`src/rtl/ctrl_pkg.sv`:
```
// Shared types and constants for the decode control block.
// Every RTL module takes these with a wildcard import in its header.
`default_nettype none

package ctrl_pkg;

	////////////////////////////////
	// widths and fixed values
	////////////////////////////////
	localparam int INSN_W     = 32;
	localparam int REG_ADDR_W = 5;

	// r9 holds the return address of jump-and-link
	localparam logic [REG_ADDR_W-1:0] LINK_REG = 5'd9;

	// nop opcode with bit 16 set marks a pipeline bubble
	localparam logic [INSN_W-1:0] NOP_INSN = 32'h1541_0000;

	////////////////////////////////
	// major opcodes, bits 31:26
	////////////////////////////////
	typedef enum logic [5:0] {
		OP_J       = 6'h00,
		OP_JAL     = 6'h01,
		OP_BNF     = 6'h03,
		OP_BF      = 6'h04,
		OP_NOP     = 6'h05,
		OP_MOVHI   = 6'h06,
		OP_XSYNC   = 6'h08,
		OP_RFE     = 6'h09,
		OP_JR      = 6'h11,
		OP_JALR    = 6'h12,
		OP_LWZ     = 6'h21,
		OP_LWS     = 6'h22,
		OP_LBZ     = 6'h23,
		OP_LBS     = 6'h24,
		OP_LHZ     = 6'h25,
		OP_LHS     = 6'h26,
		OP_ADDI    = 6'h27,
		OP_ADDIC   = 6'h28,
		OP_ANDI    = 6'h29,
		OP_ORI     = 6'h2A,
		OP_XORI    = 6'h2B,
		OP_MULI    = 6'h2C,
		OP_MFSPR   = 6'h2D,
		OP_SH_ROTI = 6'h2E,
		OP_SFXXI   = 6'h2F,
		OP_MTSPR   = 6'h30,
		OP_SW      = 6'h35,
		OP_SB      = 6'h36,
		OP_SH      = 6'h37,
		OP_ALU     = 6'h38,
		OP_SFXX    = 6'h39
	} opcode_t;

	// alu operation, also the subop field of the register form
	typedef enum logic [4:0] {
		ALU_ADD   = 5'd0,
		ALU_ADDC  = 5'd1,
		ALU_SUB   = 5'd2,
		ALU_AND   = 5'd3,
		ALU_OR    = 5'd4,
		ALU_XOR   = 5'd5,
		ALU_MUL   = 5'd6,
		ALU_SHROT = 5'd8,
		ALU_DIV   = 5'd9,
		ALU_DIVU  = 5'd10,
		ALU_MULU  = 5'd11,
		ALU_MOVHI = 5'd14,
		ALU_COMP  = 5'd15,
		ALU_NOP   = 5'd16
	} alu_op_t;

	typedef enum logic [2:0] {
		BR_NOP = 3'd0,
		BR_J   = 3'd1,
		BR_JR  = 3'd2,
		BR_BF  = 3'd4,
		BR_BNF = 3'd5,
		BR_RFE = 3'd6
	} branch_op_t;

	// write-back source, bit 0 is the write enable
	typedef enum logic [2:0] {
		RFWB_NOP  = 3'd0,
		RFWB_ALU  = 3'd1,
		RFWB_LSU  = 3'd3,
		RFWB_SPRS = 3'd5,
		RFWB_LR   = 3'd7
	} rfwb_op_t;

	typedef enum logic [1:0] {
		SEL_RF      = 2'd0,
		SEL_IMM     = 2'd1,
		SEL_EX_FORW = 2'd2,
		SEL_WB_FORW = 2'd3
	} sel_t;

endpackage

`default_nettype wire

```
`src/rtl/insn_pipe_latch.sv`:
```
// Instruction registers of the ID, EX and WB stages.
// Also forms the EX bubble condition used by the EX decoder.
`timescale 1ns/100ps
`default_nettype none

module insn_pipe_latch import ctrl_pkg::*; (
	input  wire logic              clk,
	input  wire logic              reset,
	input  wire logic              flushpipe,
	input  wire logic              id_freeze,
	input  wire logic              ex_freeze,
	input  wire logic              wb_freeze,
	input  wire logic [INSN_W-1:0] if_insn,
	output logic      [INSN_W-1:0] id_insn,
	output logic      [INSN_W-1:0] ex_insn,
	output logic      [INSN_W-1:0] wb_insn,
	output logic                   ex_bubble
);

	// ex runs on while id is held, or the pipe is flushed
	assign ex_bubble = (!ex_freeze && id_freeze) || flushpipe;

	always_ff @(posedge clk) begin
		if (reset)
			id_insn <= NOP_INSN;
		else if (flushpipe)
			id_insn <= NOP_INSN;
		else if (!id_freeze)
			id_insn <= if_insn;
	end

	always_ff @(posedge clk) begin
		if (reset)
			ex_insn <= NOP_INSN;
		else if (ex_bubble)
			ex_insn <= NOP_INSN;
		else if (!ex_freeze)
			ex_insn <= id_insn;
	end

	// wb keeps the retiring insn even across a flush
	always_ff @(posedge clk) begin
		if (reset)
			wb_insn <= NOP_INSN;
		else if (!wb_freeze)
			wb_insn <= ex_insn;
	end

	flush_nop_id: assert property (@(posedge clk) disable iff (reset)
		flushpipe |=> (id_insn == NOP_INSN));

endmodule

`default_nettype wire

```
`src/rtl/id_decode.sv`:
```
// IF-to-ID decode of branch type and operand-B immediate use.
// The ID immediate is extended combinationally from the ID instruction.
`timescale 1ns/100ps
`default_nettype none

module id_decode import ctrl_pkg::*; (
	input  wire logic              clk,
	input  wire logic              reset,
	input  wire logic              flushpipe,
	input  wire logic              id_freeze,
	input  wire logic [INSN_W-1:0] if_insn,
	input  wire logic [INSN_W-1:0] id_insn,
	output branch_op_t             id_branch_op,
	output logic                   sel_imm,
	output logic      [INSN_W-1:0] id_simm
);

	////////////////////////////////
	// branch type
	////////////////////////////////
	always_ff @(posedge clk) begin
		if (reset || flushpipe) begin
			id_branch_op <= BR_NOP;
		end else if (!id_freeze) begin
			case (if_insn[31:26])
				OP_J, OP_JAL:   id_branch_op <= BR_J;
				OP_JR, OP_JALR: id_branch_op <= BR_JR;
				OP_BF:          id_branch_op <= BR_BF;
				OP_BNF:         id_branch_op <= BR_BNF;
				OP_RFE:         id_branch_op <= BR_RFE;
				default:        id_branch_op <= BR_NOP;
			endcase
		end
	end

	// operand b from the immediate unless the insn reads rb
	always_ff @(posedge clk) begin
		if (reset) begin
			sel_imm <= 1'b0;
		end else if (!id_freeze) begin
			case (if_insn[31:26])
				OP_JALR, OP_JR, OP_RFE, OP_MFSPR, OP_MTSPR, OP_XSYNC,
				OP_SW, OP_SB, OP_SH, OP_ALU, OP_SFXX, OP_NOP:
					sel_imm <= 1'b0;
				default:
					sel_imm <= 1'b1;
			endcase
		end
	end

	////////////////////////////////
	// immediate extension
	////////////////////////////////
	always_comb begin
		case (id_insn[31:26])
			OP_ADDI, OP_ADDIC, OP_MULI, OP_XORI, OP_SFXXI,
			OP_LWZ, OP_LWS, OP_LBZ, OP_LBS, OP_LHZ, OP_LHS:
				id_simm = {{16{id_insn[15]}}, id_insn[15:0]};
			// spr number split around the rb field
			OP_MTSPR:
				id_simm = {16'b0, id_insn[25:21], id_insn[10:0]};
			// store offset, same split but signed
			OP_SW, OP_SB, OP_SH:
				id_simm = {{16{id_insn[25]}}, id_insn[25:21], id_insn[10:0]};
			default:
				id_simm = {16'b0, id_insn[15:0]};
		endcase
	end

	jr_no_imm: assert property (@(posedge clk) disable iff (reset)
		(!id_freeze && if_insn[31:26] == OP_JR) |=> !sel_imm);

endmodule

`default_nettype wire

```
`src/rtl/ex_decode.sv`:
```
// ID-to-EX decode of the execute control words.
// A bubble loads the inactive values; HAS_MUL and HAS_DIV decide which
// multiply and divide forms are legal.
`timescale 1ns/100ps
`default_nettype none

module ex_decode import ctrl_pkg::*; #(
	parameter bit HAS_MUL = 1'b1,
	parameter bit HAS_DIV = 1'b1
) (
	input  wire logic                  clk,
	input  wire logic                  reset,
	input  wire logic                  ex_freeze,
	input  wire logic                  ex_bubble,
	input  wire logic [INSN_W-1:0]     id_insn,
	input  wire branch_op_t            id_branch_op,
	input  wire logic [INSN_W-1:0]     id_simm,
	output alu_op_t                    alu_op,
	output rfwb_op_t                   rfwb_op,
	output logic      [REG_ADDR_W-1:0] rf_addrw,
	output branch_op_t                 ex_branch_op,
	output logic      [INSN_W-1:0]     ex_simm,
	output logic                       except_illegal,
	output logic                       sig_syscall,
	output logic                       sig_trap
);

	alu_op_t                 dec_alu_op;
	rfwb_op_t                dec_rfwb_op;
	logic                    dec_illegal;
	logic [REG_ADDR_W-1:0]   dec_addrw;
	alu_op_t                 alu_sub;

	// subop field of the register alu form
	assign alu_sub = alu_op_t'({1'b0, id_insn[3:0]});

	assign dec_addrw = (id_insn[31:26] == OP_JAL || id_insn[31:26] == OP_JALR) ?
		LINK_REG : id_insn[25:21];

	////////////////////////////////
	// opcode decode
	////////////////////////////////
	always_comb begin
		dec_alu_op  = ALU_NOP;
		dec_rfwb_op = RFWB_NOP;
		dec_illegal = 1'b0;
		case (id_insn[31:26])
			OP_J, OP_BNF, OP_BF, OP_NOP, OP_XSYNC, OP_RFE, OP_JR,
			OP_MTSPR, OP_SW, OP_SB, OP_SH: ;
			OP_JAL, OP_JALR: dec_rfwb_op = RFWB_LR;
			OP_MFSPR:        dec_rfwb_op = RFWB_SPRS;
			OP_LWZ, OP_LWS, OP_LBZ, OP_LBS, OP_LHZ, OP_LHS:
				dec_rfwb_op = RFWB_LSU;
			OP_MOVHI: begin
				dec_alu_op  = ALU_MOVHI;
				dec_rfwb_op = RFWB_ALU;
			end
			OP_ADDI: begin
				dec_alu_op  = ALU_ADD;
				dec_rfwb_op = RFWB_ALU;
			end
			OP_ADDIC: begin
				dec_alu_op  = ALU_ADDC;
				dec_rfwb_op = RFWB_ALU;
			end
			OP_ANDI: begin
				dec_alu_op  = ALU_AND;
				dec_rfwb_op = RFWB_ALU;
			end
			OP_ORI: begin
				dec_alu_op  = ALU_OR;
				dec_rfwb_op = RFWB_ALU;
			end
			OP_XORI: begin
				dec_alu_op  = ALU_XOR;
				dec_rfwb_op = RFWB_ALU;
			end
			OP_MULI: begin
				dec_alu_op  = HAS_MUL ? ALU_MUL : ALU_NOP;
				dec_rfwb_op = HAS_MUL ? RFWB_ALU : RFWB_NOP;
				dec_illegal = !HAS_MUL;
			end
			OP_SH_ROTI: begin
				dec_alu_op  = ALU_SHROT;
				dec_rfwb_op = RFWB_ALU;
			end
			OP_SFXX, OP_SFXXI: dec_alu_op = ALU_COMP;
			OP_ALU: begin
				dec_alu_op  = alu_sub;
				dec_rfwb_op = RFWB_ALU;
				// bit 4 and subops 7, 12, 13 are unused
				dec_illegal = id_insn[4] || id_insn[3:0] == 4'd7 ||
					id_insn[3:0] == 4'd12 || id_insn[3:0] == 4'd13 ||
					(!HAS_MUL && (alu_sub == ALU_MUL || alu_sub == ALU_MULU)) ||
					(!HAS_DIV && (alu_sub == ALU_DIV || alu_sub == ALU_DIVU));
			end
			default: dec_illegal = 1'b1;
		endcase
	end

	// ex control registers
	always_ff @(posedge clk) begin
		if (reset || ex_bubble) begin
			alu_op         <= ALU_NOP;
			rfwb_op        <= RFWB_NOP;
			rf_addrw       <= '0;
			ex_branch_op   <= BR_NOP;
			ex_simm        <= '0;
			except_illegal <= 1'b0;
			sig_syscall    <= 1'b0;
			sig_trap       <= 1'b0;
		end else if (!ex_freeze) begin
			alu_op         <= dec_alu_op;
			rfwb_op        <= dec_rfwb_op;
			rf_addrw       <= dec_addrw;
			ex_branch_op   <= id_branch_op;
			ex_simm        <= id_simm;
			except_illegal <= dec_illegal;
			sig_syscall    <= (id_insn[31:23] == {OP_XSYNC, 3'b000});
			sig_trap       <= (id_insn[31:23] == {OP_XSYNC, 3'b010});
		end
	end

	bubble_no_wb: assert property (@(posedge clk) disable iff (reset)
		ex_bubble |=> (rfwb_op == RFWB_NOP));

endmodule

`default_nettype wire

```
`src/rtl/operand_forward.sv`:
```
// Operand source selection for both ALU operands.
// Compares the ID source fields with the EX and WB write addresses.
`timescale 1ns/100ps
`default_nettype none

module operand_forward import ctrl_pkg::*; (
	input  wire logic                  clk,
	input  wire logic                  reset,
	input  wire logic                  wb_freeze,
	input  wire logic [INSN_W-1:0]     id_insn,
	input  wire logic                  sel_imm,
	input  wire logic [REG_ADDR_W-1:0] rf_addrw,
	input  wire rfwb_op_t              rfwb_op,
	input  wire logic                  wbforw_valid,
	output sel_t                       sel_a,
	output sel_t                       sel_b
);

	logic [REG_ADDR_W-1:0] wb_rfaddrw;

	// ex result wins over the older wb result
	function automatic sel_t forw_sel(input logic [REG_ADDR_W-1:0] src);
		if (src == rf_addrw && rfwb_op[0])
			return SEL_EX_FORW;
		else if (src == wb_rfaddrw && wbforw_valid)
			return SEL_WB_FORW;
		else
			return SEL_RF;
	endfunction

	// write address one stage behind ex
	always_ff @(posedge clk) begin
		if (reset)
			wb_rfaddrw <= '0;
		else if (!wb_freeze)
			wb_rfaddrw <= rf_addrw;
	end

	always_comb begin
		sel_a = forw_sel(id_insn[20:16]);
		sel_b = sel_imm ? SEL_IMM : forw_sel(id_insn[15:11]);
	end

endmodule

`default_nettype wire

```
`src/rtl/pipe_ctrl.sv`:
```
// Top of the decode control block.
// Combines the flush sources and connects the latch, decode and
// forwarding stages; HAS_MUL and HAS_DIV pass down to the EX decoder.
`timescale 1ns/100ps
`default_nettype none

module pipe_ctrl import ctrl_pkg::*; #(
	parameter bit HAS_MUL = 1'b1,
	parameter bit HAS_DIV = 1'b1
) (
	input  wire logic                  clk,
	input  wire logic                  reset,
	input  wire logic                  id_freeze,
	input  wire logic                  ex_freeze,
	input  wire logic                  wb_freeze,
	input  wire logic                  except_flushpipe,
	input  wire logic                  extend_flush,
	input  wire logic                  pc_we,
	input  wire logic [INSN_W-1:0]     if_insn,
	input  wire logic                  wbforw_valid,
	output logic                       flushpipe,
	output logic      [INSN_W-1:0]     id_insn,
	output logic      [INSN_W-1:0]     ex_insn,
	output logic      [INSN_W-1:0]     wb_insn,
	output branch_op_t                 id_branch_op,
	output branch_op_t                 ex_branch_op,
	output alu_op_t                    alu_op,
	output rfwb_op_t                   rfwb_op,
	output logic      [REG_ADDR_W-1:0] rf_addrw,
	output logic      [INSN_W-1:0]     ex_simm,
	output sel_t                       sel_a,
	output sel_t                       sel_b,
	output logic                       except_illegal,
	output logic                       sig_syscall,
	output logic                       sig_trap
);

	logic              ex_bubble;
	logic              sel_imm;
	logic [INSN_W-1:0] id_simm;

	// one flush level for every stage
	assign flushpipe = except_flushpipe || extend_flush || pc_we;

	////////////////////////////////
	// stages
	////////////////////////////////
	insn_pipe_latch insn_pipe_latch_i (
		.clk, .reset, .flushpipe, .id_freeze, .ex_freeze, .wb_freeze,
		.if_insn, .id_insn, .ex_insn, .wb_insn, .ex_bubble
	);

	id_decode id_decode_i (
		.clk, .reset, .flushpipe, .id_freeze, .if_insn, .id_insn,
		.id_branch_op, .sel_imm, .id_simm
	);

	ex_decode #(.HAS_MUL(HAS_MUL), .HAS_DIV(HAS_DIV)) ex_decode_i (
		.clk, .reset, .ex_freeze, .ex_bubble, .id_insn, .id_branch_op, .id_simm,
		.alu_op, .rfwb_op, .rf_addrw, .ex_branch_op, .ex_simm,
		.except_illegal, .sig_syscall, .sig_trap
	);

	operand_forward operand_forward_i (
		.clk, .reset, .wb_freeze, .id_insn, .sel_imm, .rf_addrw, .rfwb_op,
		.wbforw_valid, .sel_a, .sel_b
	);

endmodule

`default_nettype wire

```
`config.mk`:
```
export PLATFORM = sky130hd
export DESIGN_NAME = pipe_ctrl
export DESIGN_NICKNAME = d
export VERILOG_FILES = /design/src/rtl/ctrl_pkg.sv /design/src/rtl/insn_pipe_latch.sv /design/src/rtl/id_decode.sv /design/src/rtl/ex_decode.sv /design/src/rtl/operand_forward.sv /design/src/rtl/pipe_ctrl.sv
export SDC_FILE = /design/constraint.sdc
export NUM_CORES = 1
export LEC_CHECK = 0
export ABC_AREA = 1
export BUFFER_PORTS_ARGS = -buffer_cell sky130_fd_sc_hd__buf_4
export CORE_ASPECT_RATIO = 0.9
export CORE_MARGIN = 1
export CORE_UTILIZATION = 50
export CTS_CLUSTER_SIZE = 24
export DETAILED_ROUTE_END_ITERATION = 6
export GPL_TIMING_DRIVEN = 1
export PLACE_DENSITY = 0.8
export RECOVER_POWER = 25
export SETUP_SLACK_MARGIN = 0.3
export SYNTH_ARGS = -nofsm -noshare
export SYNTH_HDL_FRONTEND = slang
export SYNTH_SLANG_ARGS = --single-unit
```
`constraint.sdc`:
```
create_clock -name clk -period 1.65 [get_ports clk]
set_input_delay 0.2475 -clock clk [delete_from_list [all_inputs] [get_ports clk]]
set_output_delay 0.2475 -clock clk [all_outputs]
set_load 0.005 [all_outputs]
```
==> Word level (Yosys, flattened, before mapping) <==
Cells that the tools add are included.
{ "totals": {"reg_bits": 156, "latchBits": 0, "ram_bits": 0, "rom_bits": 0, "input_bits": 41, "out_inout_bits": 155, "elab_cells": 109, "mem_count": 0} }
{ "classes": {"add_sub_neg": 0, "n_mul": 0, "div": 0, "order_cmp": 0, "n_eq_ne": 54, "shift": 0, "muxes": 12, "n_bitwise": 0, "n_reduce_logical": 29} }
{ "ops": {"columns": ["operator", "count"], "rows": [
  ["$eq A6 B6 Y1 const B", 28],
  ["$pmux W32 S3", 1],
  ["$pmux W5 S10", 1],
  ["$eq A6 B3 Y1 const B", 5],
  ["$reduce_or A30 Y1", 1],
  ["$eq A6 B4 Y1 const B", 4],
  ["$eq A6 B5 Y1 const B", 4],
  ["$eq A5 B5 Y1", 4],
  ["$eq A9 B7 Y1 const B", 2],
  ["$pmux W3 S5", 1],
  ["$eq A6 B1 Y1 const B", 2],
  ["$eq A6 B2 Y1 const B", 2],
  ["$logic_not A6 Y1", 2],
  ["$pmux W3 S4", 1],
  ["$reduce_or A12 Y1", 1],
  ["$reduce_or A2 Y1", 6],
  ["$reduce_or A11 Y1", 1],
  ["$mux W2", 5],
  ["$logic_or A1 B1 Y1", 9],
  ["$reduce_or A9 Y1", 1],
  ["$eq A4 B4 Y1 const B", 2],
  ["$reduce_or A6 Y1", 1],
  ["$logic_and A1 B1 Y1", 5],
  ["$mux W5", 1],
  ["5 further kinds", 5]
]} }

==> Depth between registers and ports, before layout <==
Gate-level depths: netlist of run 1.
{ "logic_depth": {"word_depth": 5, "mapped_depth": 10, "mapped_depth_nobuf": 10} }

==> Modules after synthesis <==
Synthesis of run 1 repeated with hierarchy kept, for this count alone.
{ "unflattened": {"cells_unflattened": 1055, "area_unflattened_um2": 7050.5} }
{ "by_module_without_submodules": {"columns": ["module", "n_inst", "cells_per_inst", "area_each_um2", "seq_area_each_um2"], "rows": [
  ["insn_pipe_latch", 1, 502, 3623.5, 1921.8],
  ["ex_decode", 1, 327, 2222.1, 1021.0],
  ["id_decode", 1, 115, 663.1, 80.1],
  ["operand_forward", 1, 108, 530.5, 100.1],
  ["pipe_ctrl", 1, 3, 11.3, 0.0]
]} }

==> Worst setup path before layout of run 1 <==
OpenSTA, ideal clock, no wires.
{ "synth_timing": {"path_type": "register to register", "start": "register insn_pipe_latch_i.id_insn[31]", "end": "register ex_decode_i.alu_op[4]", "setup_ns": 0.123, "arrival_time_ns": 1.190, "required_time_ns": 1.527, "setup_slack_ns": 0.337, "stages_incl_launch_ff": 10, "n_path_buf": 0, "synth_period_minus_slack_ns": 1.313, "cell_sequence": "dfxtp_1 > inv_2 > nor2_4 > nand3_1 > nand2_1 > inv_1 > nand2_1 > nor2_1 > nand2_1 > nand3_1"} }
{ "synth_via": {"elab_chain_len": 3, "elab_cells_between_ends": 13, "classes_between": "eq/ne: 11; mux: 1; reduce/logical: 1"} }
{ "synth_rtl": {"columns": ["item", "line", "text"], "rows": [
  ["from (decl)", "insn_pipe_latch.sv:14", "output logic [INSN_W-1:0] id_insn,"],
  ["from (signal assigned)", "insn_pipe_latch.sv:29", "id_insn <= if_insn;"],
  ["$eq A6 B6 Y1", "ex_decode.sv:47", "case (id_insn[31:26])"],
  ["$reduce_or A2 Y1", null, null],
  ["$pmux W5 S10 *", "ex_decode.sv:47", null],
  ["to (signal assigned)", "ex_decode.sv:113", "alu_op <= dec_alu_op;"],
  ["to (decl)", "ex_decode.sv:18", "output alu_op_t alu_op,"]
]} }
Mark *: on every way between the ends. The rest lies on a longest branch, timed or not.
A chain may end at the register's enable or synchronous reset.

==> Final worst setup path of run 1 <==
{ "layout_timing": {"start": "register insn_pipe_latch_i.id_insn[15]", "end": "output port sel_b[0]"} }
{ "layout_via": {"elab_chain_len": 5, "elab_cells_between_ends": 7, "classes_between": "eq/ne: 2; mux: 3; reduce/logical: 2"} }
{ "layout_rtl": {"columns": ["item", "line", "text"], "rows": [
  ["$eq A5 B5 Y1", "operand_forward.sv:25", "else if (src == wb_rfaddrw && wbforw_valid)"],
  ["$logic_and A1 B1 Y1", "operand_forward.sv:25", null],
  ["$mux W2", "operand_forward.sv:25", null],
  ["$mux W2 *", "operand_forward.sv:23", "if (src == rf_addrw && rfwb_op[0])"],
  ["$mux W2 *", "operand_forward.sv:41", "sel_b = sel_imm ? SEL_IMM : forw_sel(id_insn[15:11]);"],
  ["to (decl)", "pipe_ctrl.sv:32", "output sel_t sel_b,"]
]} }
Marks and branches as above.

==> reports/summary.txt, run 1 <==
Status - finished with violations
Violated checks - negative setup slack
RSZ-0062 raised after global routing - true
Htree depth - 4
Starting Density - 0.523
Buf+Inv Stages, Crit Path - 2
Initial DRC Count - 423
Final period utilization - 1.10
IO Count - 196
CTS Hold Bufs - 0
Vias per std cell - 5.26
Largest net degree at the start of global routing - 38
Clock Skews - 0.00759 ns
Peak Freq - 551 MHz
Share of cells above drive strength 1 - 0.383
Die Width - 115 um
Critical Path End Type - primary output
Vias in the first global route - 5556
Required @ worst endpoint - 1.40 ns
Leakage dissipation - 3.77 nW
P per Cell Area - 935 nW/um2
Post-route ant nets - 0
Post-route core utilization - 0.749
Crit-path max FO - 6
Overall via count from detail_route - 6054
Synth unique cells - 38
Final WL - 18700 um
Initial antenna violation count - 0
Tmin final - 1.82 ns
CTS tree - yes
GR Util met1 - 0.395
TritonCTS Sinks - 130
IO Port Bufs - 195
Max Slew Vio Count - 0
CTS Buf Count - 17
Root buf cell - clkbuf_16
Clock Path Buffers - 2
Rel. slew slack - 0.535
WL per Instance - 16.2 um
P&R area growth vs syn - 43.2%
Max Cap Viol - 0
Die Area - 11900 um2
Syn nets - 845
Syn Inst Count - 804
First-pass GRT wire length - 28700 um
Mapped Area - 5750 um2
Met3 Use GR - 0.0889
Setup TNS - -0.541 ns
CP max stage delay - 0.38 ns
Clock-pin slew on the worst setup and hold paths - 0.06 ns
Number of antenna cells inserted - 0
GP Congestion - 0.974
Setup CP Type - reg2out
Crit-path leading delay family - simple AND/OR/NAND/NOR gates
Worst-Skew Late Latency - 0.41 ns
Fin nets - 1026
Post-synth EDFFs - 0
Rows - 36
WP data arrival - 1.57 ns
Core Region - 11000 um2
Hold WC Path Type - in2reg
Die Ht - 104 um
GR Overflow Total - 0
Drt first pass iters - 5
Slew @ Worst Pin - 0.696 ns
Hpwl dp - 13000 um
Yosys Warn Count - 0
Critical Path Source Type - flop
Post-Syn Area per Cell - 7.15 um2
Synth Flop Type - dfxtp_1
CP Cell Sequence - inv_2 > o22ai_1 > nor2_1 > nand3_2 > nand3b_1 > nand2_2 > buf_6
Synth async-reset ratio - 0
Post-synthesis register bit count - 130
Global routing usage on met2 - 0.494
Fin worst setup slack - -0.166 ns
Gr busiest metal - met2
Hold Fails Final Rpt - 0
Peak supply drop - 0.812 mV
Final number of setup-violating endpoints - 4
Register area share after synthesis - 0.453
Number of remaining DRC errors - 0
Critical Path Slowest Stage Cell - dfxtp_4
Gr usage total - 0.311
-- cell usage after synthesis, types with 2 or more instances --
library cell  instances  area (um2)
a21oi_1              87         435
a21oi_2               3        26.3
a22oi_1               2        15.0
a31oi_1               3        18.8
buf_1                 7        26.3
buf_2                 5        25.0
buf_4                37         278
clkbuf_1             24        90.1
clkinv_1              2        7.51
dfxtp_1             130        2600
inv_1                52         195
inv_2                13        48.8
nand2_1             164         616
nand2_2               6        37.5
nand3_1              31         155
nand4_1               7        43.8
nor2_1              126         473
nor2_2                2        12.5
nor2_4                5        56.3
nor3_1                4        20.0
nor4_1                3        18.8
o211ai_1              7        52.6
o21ai_0              55         275
o21ai_1               4        20.0
o21ai_2               2        17.5
o22ai_1               8        50.1
xor2_1                4        35.0
-- flip-flops by register name, summed over array words and instances, names as in the netlist, 3 cells and up --
signal and count:
insn_pipe_latch_i.id_insn 32, ex_decode_i.alu_op 5, ex_decode_i.ex_simm 6, ex_decode_i.rf_addrw 5
id_decode_i.id_branch_op 3, ex_decode_i.rfwb_op 3, insn_pipe_latch_i.ex_insn 32, insn_pipe_latch_i.wb_insn 32
operand_forward_i.wb_rfaddrw 5, ex_decode_i.ex_branch_op 3
-- logic make-up (layout without fill, tap and decap cells) --
group | count (synthesis) | count (layout) | share of synthesized area
and+or+nand+nor | 354 | 355 | 0.258
AOI/OAI and AO/OA | 174 | 174 | 0.163
buffers and inverters | 141 | 334 | 0.119
DFF | 130 | 130 | 0.453
xor gates and xnor gates | 5 | 5 | 0.00761
-- worst reg2reg max path, stage by stage (launching register included) --
cell and delay (ns):
dfxtp_4 0.37, buf_6 0.13, nor2_4 0.21, nand2_2 0.08
o21ai_2 0.09, nand2_1 0.10, nand2_1 0.08, nand2_1 0.05
nand2_1 0.06, nand2_1 0.07, a21oi_2 0.12
-- stage by stage --
step | setup WS (ns) | power [mW] | std cells | hold WS (ns) | area [um2]
after detailed placement | 0.117 | 3.86 | 1095 | 0.430 | 7130
after floorplan | 0.337 | 3.59 | 804 | 0.320 | 5750
after global routing | -0.230 | 7.92 | 1150 | 0.0562 | 8240
after global placement | 0.129 | 3.85 | 1095 | 0.431 | 7130
after CTS | -0.128 | 7.70 | 1138 | 0.00525 | 7930
final | -0.166 | 7.70 | 1150 | 0.0465 | 8240
-- metal layers --
layer / vias to the layer above / part of all wire
met5: - / 0
met4: 0 / 0.023
met3: 37 / 0.084
met2: 286 / 0.48
met1: 2782 / 0.41
li1: 2949 / -
-- placed cells by master, fill, tap and decap left out, types with 2 or more instances in the layout --
cell	n
a21oi_1	82
a21oi_2	7
a31oi_1	3
buf_12	3
buf_4	219
buf_6	5
bufinv_16	3
clkbuf_1	2
clkbuf_16	17
clkbuf_2	5
clkbuf_8	2
clkinv_1	2
clkinv_2	2
clkinv_4	2
clkinvlp_4	4
dfxtp_1	103
dfxtp_2	14
dfxtp_4	13
inv_1	43
inv_2	14
inv_4	8
nand2_1	150
nand2_2	16
nand2_4	5
nand3_1	25
nand3_2	6
nand4_1	7
nor2_1	115
nor2_2	11
nor2_4	8
nor3_1	2
nor3_2	2
nor4_1	3
o211ai_1	7
o21ai_0	50
o21ai_1	6
o21ai_2	5
o22ai_1	6
o22ai_2	2
xor2_1	3
-- repair_timing --
item / 4_1_cts / 5_1_grt
gates cloned: 0 / 1
pin swaps: 14 / 31
endpoints found under the setup margin: 46 / 40
gates resized for setup: 55 / 69
setup buffers: 11 / 11
-- worst paths after layout --
path,end,depth (start not counted),slack (ns),startpoint
setup / recovery,sel_b[0],7,-0.17,insn_pipe_latch_i.id_insn[15]
hold / removal,id_decode_i.sel_imm,2,0.05,reset
setup reg to reg,ex_decode_i.ex_simm[30],10,0.21,insn_pipe_latch_i.id_insn[29]
hold reg to reg,insn_pipe_latch_i.wb_insn[22],2,0.48,insn_pipe_latch_i.wb_insn[22]
-- final cells by class --
class	count	area, um2
fill	931	2760
multi-input combinational	534	2690
sequential	130	2670
timing repair buffer	235	1800
clock buffer	20	457
inverter	67	272
tap	152	190
clock inverter	12	156
-- where the power goes --
| group | total (mW) | switching (mW) | internal, mW |
|---|---|---|---|
| clock | 3.89 | 1.43 | 2.46 |
| combinational | 0.581 | 0.326 | 0.255 |
| sequential | 3.23 | 0.0501 | 3.18 |
| total | 7.70 | 1.80 | 5.90 |
No activity file was read; power rests on OpenSTA's default activity.
==> inputs of run 2 (changes only) <==
==> constraint.sdc (replaced) <==
create_clock -name clk -period 1.65 [get_ports clk]
set_input_delay 0.4125 -clock clk [delete_from_list [all_inputs] [get_ports clk]]
set_output_delay 0.4125 -clock clk [all_outputs]
set_load 0.005 [all_outputs]
==> run 2 against run 1 <==
  * Non-clock buffer count grew 28
  * Global-route usage grew 0.61 points
  * Cell area grew 7.4%
  * Critical endpoint is now sel_a[1]
  * Worst hold slack gained 0.18 ns
  * Clock-buffer cell count grew 1
  * The flow finishes with violations (design-rule violations, negative setup slack)
==> reports/summary.txt, run 2 (synthesis gave the netlist of run 1 again) <==
Layout Cells excl Fill - 1178 (+2.4%)
Worst flop-to-flop path startpoint - insn_pipe_latch_i.id_insn[29]
Critical Path End Type - primary output
GR Overflow Total - 0 (unchanged)
CTS Buf Count - 17 (unchanged)
Hold Fails Final Rpt - 0 (unchanged)
Die Ht - 104 um (unchanged)
Total chip power - 7.62 mW (-1.1%)
CP Cell Sequence - inv_2 > o22ai_2 > a21oi_2 > nand4_1 > buf_4 > nand2_2 > buf_6
Die Area - 11900 um2 (unchanged)
Drt first pass iters - 7 (+2)
Leakage dissipation - 4.02 nW (+6.5%)
GP Congestion - 0.898 (-7.8%)
Htree depth - 4 (unchanged)
Hpwl dp - 12800 um (-1.3%)
Max Cap Viol - 0 (unchanged)
NetSw - 1.82 mW (+1.2%)
Vias in the first global route - 5703 (+2.6%)
Status - finished with violations
Commonest non-fill, non-tap cell in the layout - buf_4
Overall via count from detail_route - 6563 (+8.4%)
Initial antenna violation count - 0 (unchanged)
RSZ-0062 raised after global routing - true
DP Worst Slack - -0.0423 ns (-0.160 ns)
Peak Freq - 505 MHz (-8.3%)
Core Region - 11000 um2 (unchanged)
Root buf cell - clkbuf_16
Setup TNS - -1.24 ns (-0.698 ns)
Setup CP Type - reg2out
Crit-path max FO - 3 (-3)
Fin worst setup slack - -0.330 ns (-0.164 ns)
Hold WC Path Type - in2reg
Tmin final - 1.98 ns (+0.164 ns)
IO Count - 196 (unchanged)
CTS tree - yes
Number of antenna cells inserted - 0 (unchanged)
Final WL - 21100 um (+13%)
Rows - 36 (unchanged)
Hold Crit Start - if_insn[22]
Final number of setup-violating endpoints - 4 (unchanged)
Worst setup startpoint - operand_forward_i.wb_rfaddrw[4]
P per Cell Area - 861 nW/um2 (-7.9%)
First-pass GRT wire length - 29400 um (+2.5%)
Most frequent cells in the layout - buf_4 (201), nand2_1 (147), nor2_1 (114)
Gr usage total - 0.317 (+0.00606)
Clock Skews - 0.0100 ns (+0.00246 ns)
Die Width - 115 um (unchanged)
TritonCTS Sinks - 130 (unchanged)
Violated checks - design-rule violations, negative setup slack
P_int - 5.79 mW (-1.8%)
Largest net degree at the start of global routing - 48 (+26%)
CTS Hold Bufs - 0 (unchanged)
Starting Density - 0.523 (unchanged)
Share of power burned in registers - 0.422 (+0.002)
Fin nets - 1054 (+2.7%)
Vias per std cell - 5.57 (+5.8%)
Post-route ant nets - 0 (unchanged)
Clock share of power - 0.496 (-0.009)
CP max stage delay - 0.35 ns (-0.03 ns)
Required @ worst endpoint - 1.24 ns (-0.16 ns)
Logic pwr share - 0.082 (+0.007)
Switching share of total power - 0.240 (+0.00533)
P&R area growth vs syn - 53.8%
IO Port Bufs - 195 (unchanged)
DP Cell Count - 1102 (+0.64%)
Clock-pin slew on the worst setup and hold paths - 0.06 ns (about the same)
Initial DRC Count - 622 (+47%)
Clock Path Buffers - 2 (unchanged)
Max Slew Vio Count - 0 (unchanged)
Peak supply drop - 0.632 mV (-22%)
Worst-Skew Late Latency - 0.42 ns (about the same)
Critical Path Slowest Stage Cell - dfxtp_2
Number of remaining DRC errors - 1 (+1)
Rel. slew slack - 0.534 (-0.000666)
Critical Path Source Type - flop
Slew @ Worst Pin - 0.698 ns (+0.00201 ns)
WL per Instance - 17.9 um (+10%)
Final period utilization - 1.20 (+0.0991)
Post-route core utilization - 0.805 (+0.0552)
Share of cells above drive strength 1 - 0.444 (+0.0617)
WP data arrival - 1.57 ns (about the same)
Top Registers - insn_pipe_latch_i.ex_insn: 32 flops, insn_pipe_latch_i.id_insn: 32 flops, insn_pipe_latch_i.wb_insn: 32 flops
[run 2: cell types whose count changed in the layout (fill, tap and decap cells not counted), sizes merged]
cell      delta
buf         +28
clkinv       +3
clkinvlp     -2
bufinv       -1
clkbuf       +1
inv          -1
[run 2: final timing paths]
path | end | slack (ns) | cells after the start
max | sel_a[1] | -0.33 | 7
min | insn_pipe_latch_i.id_insn[22] | 0.22 | 3
max reg2reg | ex_decode_i.ex_simm[30] | 0.13 | 10
min reg2reg | insn_pipe_latch_i.wb_insn[28] | 0.48 | 2
[run 2: routing by layer]
layer,part of all wire,GRT usage
met4,0.041,0.135
met5,0,0
met1,0.38,0.405
met2,0.49,0.517
met3,0.089,0.0655
[run 2: layout make-up]
| cell class | count | area (um2) |
|---|---|---|
| tap | 152 | 190 |
| inverter | 67 | 294 |
| fill | 739 | 2150 |
| multi-input combinational | 534 | 2790 |
| timing repair buffer | 263 | 2230 |
| clock inverter | 11 | 129 |
| sequential | 130 | 2740 |
| clock buffer | 21 | 470 |
[run 2: power by group through the flow]
| stage | clock network (mW) | registers [mW] | logic (mW) |
|---|---|---|---|
| finish | 3.78 | 3.22 | 0.622 |
| detailed placement | 0 | 3.31 | 0.549 |
| CTS | 3.76 | 3.22 | 0.578 |
| floorplan | 0 | 3.31 | 0.282 |
| global route | 3.92 | 3.22 | 0.680 |
| global placement | 0 | 3.31 | 0.543 |
[run 2: timing repair]
item                       4_1_cts  5_1_grt
setup buffers                   23       19
cloned                           1        1
pin swaps                       14       44
setup endpoints to repair       85       76
gates resized for setup        129      120
[run 2: through the flow]
step | cell area, um2 | hold WS [ns]
3_5_place_dp | 7200 | 0.462
2_1_floorplan | 5750 | 0.453
3_3_place_gp | 7200 | 0.455
5_1_grt | 8840 | 0.234
6_report | 8840 | 0.223
4_1_cts | 8310 | 0.174
[run 2: critical path, delay by kind of cell (launching register included)]
| family | cells | cell delay (ns) |
|---|---|---|
| simple gates | 2 | 0.25 |
| buf+inv | 3 | 0.35 |
| flops | 1 | 0.35 |
| compound gates | 2 | 0.19 |
==> inputs of run 3 (changes only) <==
- REMOVE_ABC_BUFFERS: default -> 1
==> run 3 against run 2 <==
  * The run ends with negative setup slack left
  * Global-route usage decreased by 0.14 points
  * Largest power group unchanged
  * Non-clock buffer count is 5 higher
  * Cell area hardly changed
  * Clock-buffer cell count decreased by 3
  * Setup slack improved by 0.010 ns
  * Clock skew fell by 0.0040 ns
  * Die area did not move
  * Combinational power increased by 3%
==> reports/summary.txt, run 3 (synthesis gave the netlist of run 1 again) <==
Storage cell area - 2720 um2 (-0.69%)
P&R area growth vs syn - 53.7% (about the same)
Vias per std cell - 5.56 (-0.13%)
Post-route core utilization - 0.804 (about the same)
Vias in the first global route - 5763 (+1.1%)
Global routing usage on met2 - 0.503 (-0.0133)
GR Overflow Total - 0 (unchanged)
Clock Skews - 0.00602 ns (-0.00402 ns)
Number of antenna cells inserted - 0 (unchanged)
Root buf cell - clkbuf_16
Final WL - 21600 um (+2.5%)
Setup TNS - -1.10 ns (+0.140 ns)
Fin nets - 1058 (+0.38%)
Met3 Use GR - 0.0702 (+0.00468)
Violated checks - negative setup slack
Core Region - 11000 um2 (unchanged)
CTS Hold Bufs - 0 (unchanged)
Final number of setup-violating endpoints - 5 (+1)
Rows - 36 (unchanged)
Fill cells - 727 (-1.6%)
Tmin final - 1.97 ns (-0.00997 ns)
Leakage dissipation - 3.98 nW (-0.90%)
GR Util met1 - 0.413 (+0.00862)
WL per Instance - 18.3 um (+2.2%)
Commonest non-fill, non-tap cell in the layout - buf_4
Hold WC Path Type - in2reg
Clock Path Buffers - 2 (unchanged)
Gr usage total - 0.316 (-0.00143)
DP Cell Count - 1109 (+0.64%)
RSZ-0062 raised after global routing - true
Crit-path max FO - 4 (+1)
Die Ht - 104 um (unchanged)
Die Width - 115 um (unchanged)
Initial antenna violation count - 0 (unchanged)
Die Area - 11900 um2 (unchanged)
Share of cells above drive strength 1 - 0.435 (-0.00907)
Hold Fails Final Rpt - 0 (unchanged)
Required @ worst endpoint - 1.24 ns (about the same)
Htree depth - 4 (unchanged)
Hpwl dp - 12700 um (-1.3%)
Drt first pass iters - 6 (-1)
Fin Hold WS - 0.225 ns (+0.00213 ns)
Setup CP Type - reg2out
Worst-Skew Late Latency - 0.41 ns (about the same)
IO Count - 196 (unchanged)
Rel. slew slack - 0.456 (-0.0780)
CTS Buf Count - 17 (unchanged)
First-pass GRT wire length - 29200 um (-0.54%)
Max Cap Viol - 0 (unchanged)
Overall via count from detail_route - 6571 (+0.12%)
Peak Freq - 508 MHz (+0.51%)
Fin worst setup slack - -0.320 ns (+0.00997 ns)
Top Registers - insn_pipe_latch_i.ex_insn: 32 flops, insn_pipe_latch_i.id_insn: 32 flops, insn_pipe_latch_i.wb_insn: 32 flops
Gr busiest metal - met2
Total chip power - 7.52 mW (-1.3%)
Status - finished with violations
Number of remaining DRC errors - 0 (-1)
Most frequent cells in the layout - buf_4 (201), nand2_1 (149), nor2_1 (118)
Critical Path Source Type - flop
GP Congestion - 0.954 (+6.2%)
WP data arrival - 1.56 ns (about the same)
TritonCTS Sinks - 130 (unchanged)
Layout Cells excl Fill - 1181 (+0.25%)
Critical Path End Type - primary output
Largest net degree at the start of global routing - 42 (-13%)
Initial DRC Count - 569 (-8.5%)
P per Cell Area - 851 nW/um2 (-1.2%)
Slew @ Worst Pin - 0.815 ns (+0.117 ns)
Peak supply drop - 0.820 mV (+30%)
CTS tree - yes
Clock-pin slew on the worst setup and hold paths - 0.06 ns (about the same)
Final period utilization - 1.19 (-0.00604)
Area of the multi-input gates - 2810 um2 (+0.49%)
Post-route ant nets - 0 (unchanged)
Starting Density - 0.523 (unchanged)
IO Port Bufs - 195 (unchanged)
Max Slew Vio Count - 0 (unchanged)
[run 3: final cells by class]
cell class | instances | share of cell area
multi-input combinational | 533 | 0.317
sequential | 130 | 0.308
timing repair buffer | 268 | 0.256
clock buffer | 18 | 0.0486
inverter | 67 | 0.0336
tap | 152 | 0.0215
clock inverter | 13 | 0.0154
[run 3: through the flow]
step	setup slack [ns]	area, um2
after global placement	0.00846	7240
final	-0.320	8840
after global routing	-0.358	8840
after floorplan	-1.47	5320
after CTS	-0.261	8200
after detailed placement	0.00841	7240
[run 3: final timing paths]
kind | slack [ns] | startpoint | endpoint | depth (start not counted)
worst max-delay path | -0.32 | insn_pipe_latch_i.id_insn[12] | sel_b[1] | 6
worst min-delay path | 0.23 | if_insn[22] | insn_pipe_latch_i.id_insn[22] | 3
worst max register to register | 0.07 | insn_pipe_latch_i.id_insn[28] | ex_decode_i.alu_op[1] | 10
worst min register to register | 0.47 | insn_pipe_latch_i.id_insn[6] | insn_pipe_latch_i.ex_insn[6] | 2
[run 3: metal layers]
layer | up-vias | share of wire
met2 | 419 | 0.47
met4 | 0 | 0.045
met3 | 96 | 0.091
li1 | 3004 | -
met1 | 3052 | 0.39
met5 | - | 0
[run 3: timing repair]
action | 4_1_cts | 5_1_grt
pin swaps | 18 | 42
gates resized for setup | 107 | 136
setup buffers | 15 | 26
endpoints found under the setup margin | 68 | 83
[run 3: critical path, stage by stage (launching register included)]
cell and delay, ns:
dfxtp_4 0.37, buf_6 0.13, nand2_1 0.06, nand4_1 0.10
nand2b_1 0.18, a21oi_2 0.17, buf_4 0.13
[run 3: where the power goes]
part / switching, mW / internal (mW) / leakage [nW]
Clock: 1.44 / 2.21 / 0.268
Combinational: 0.365 / 0.277 / 2.63
Sequential: 0.0519 / 3.17 / 1.08
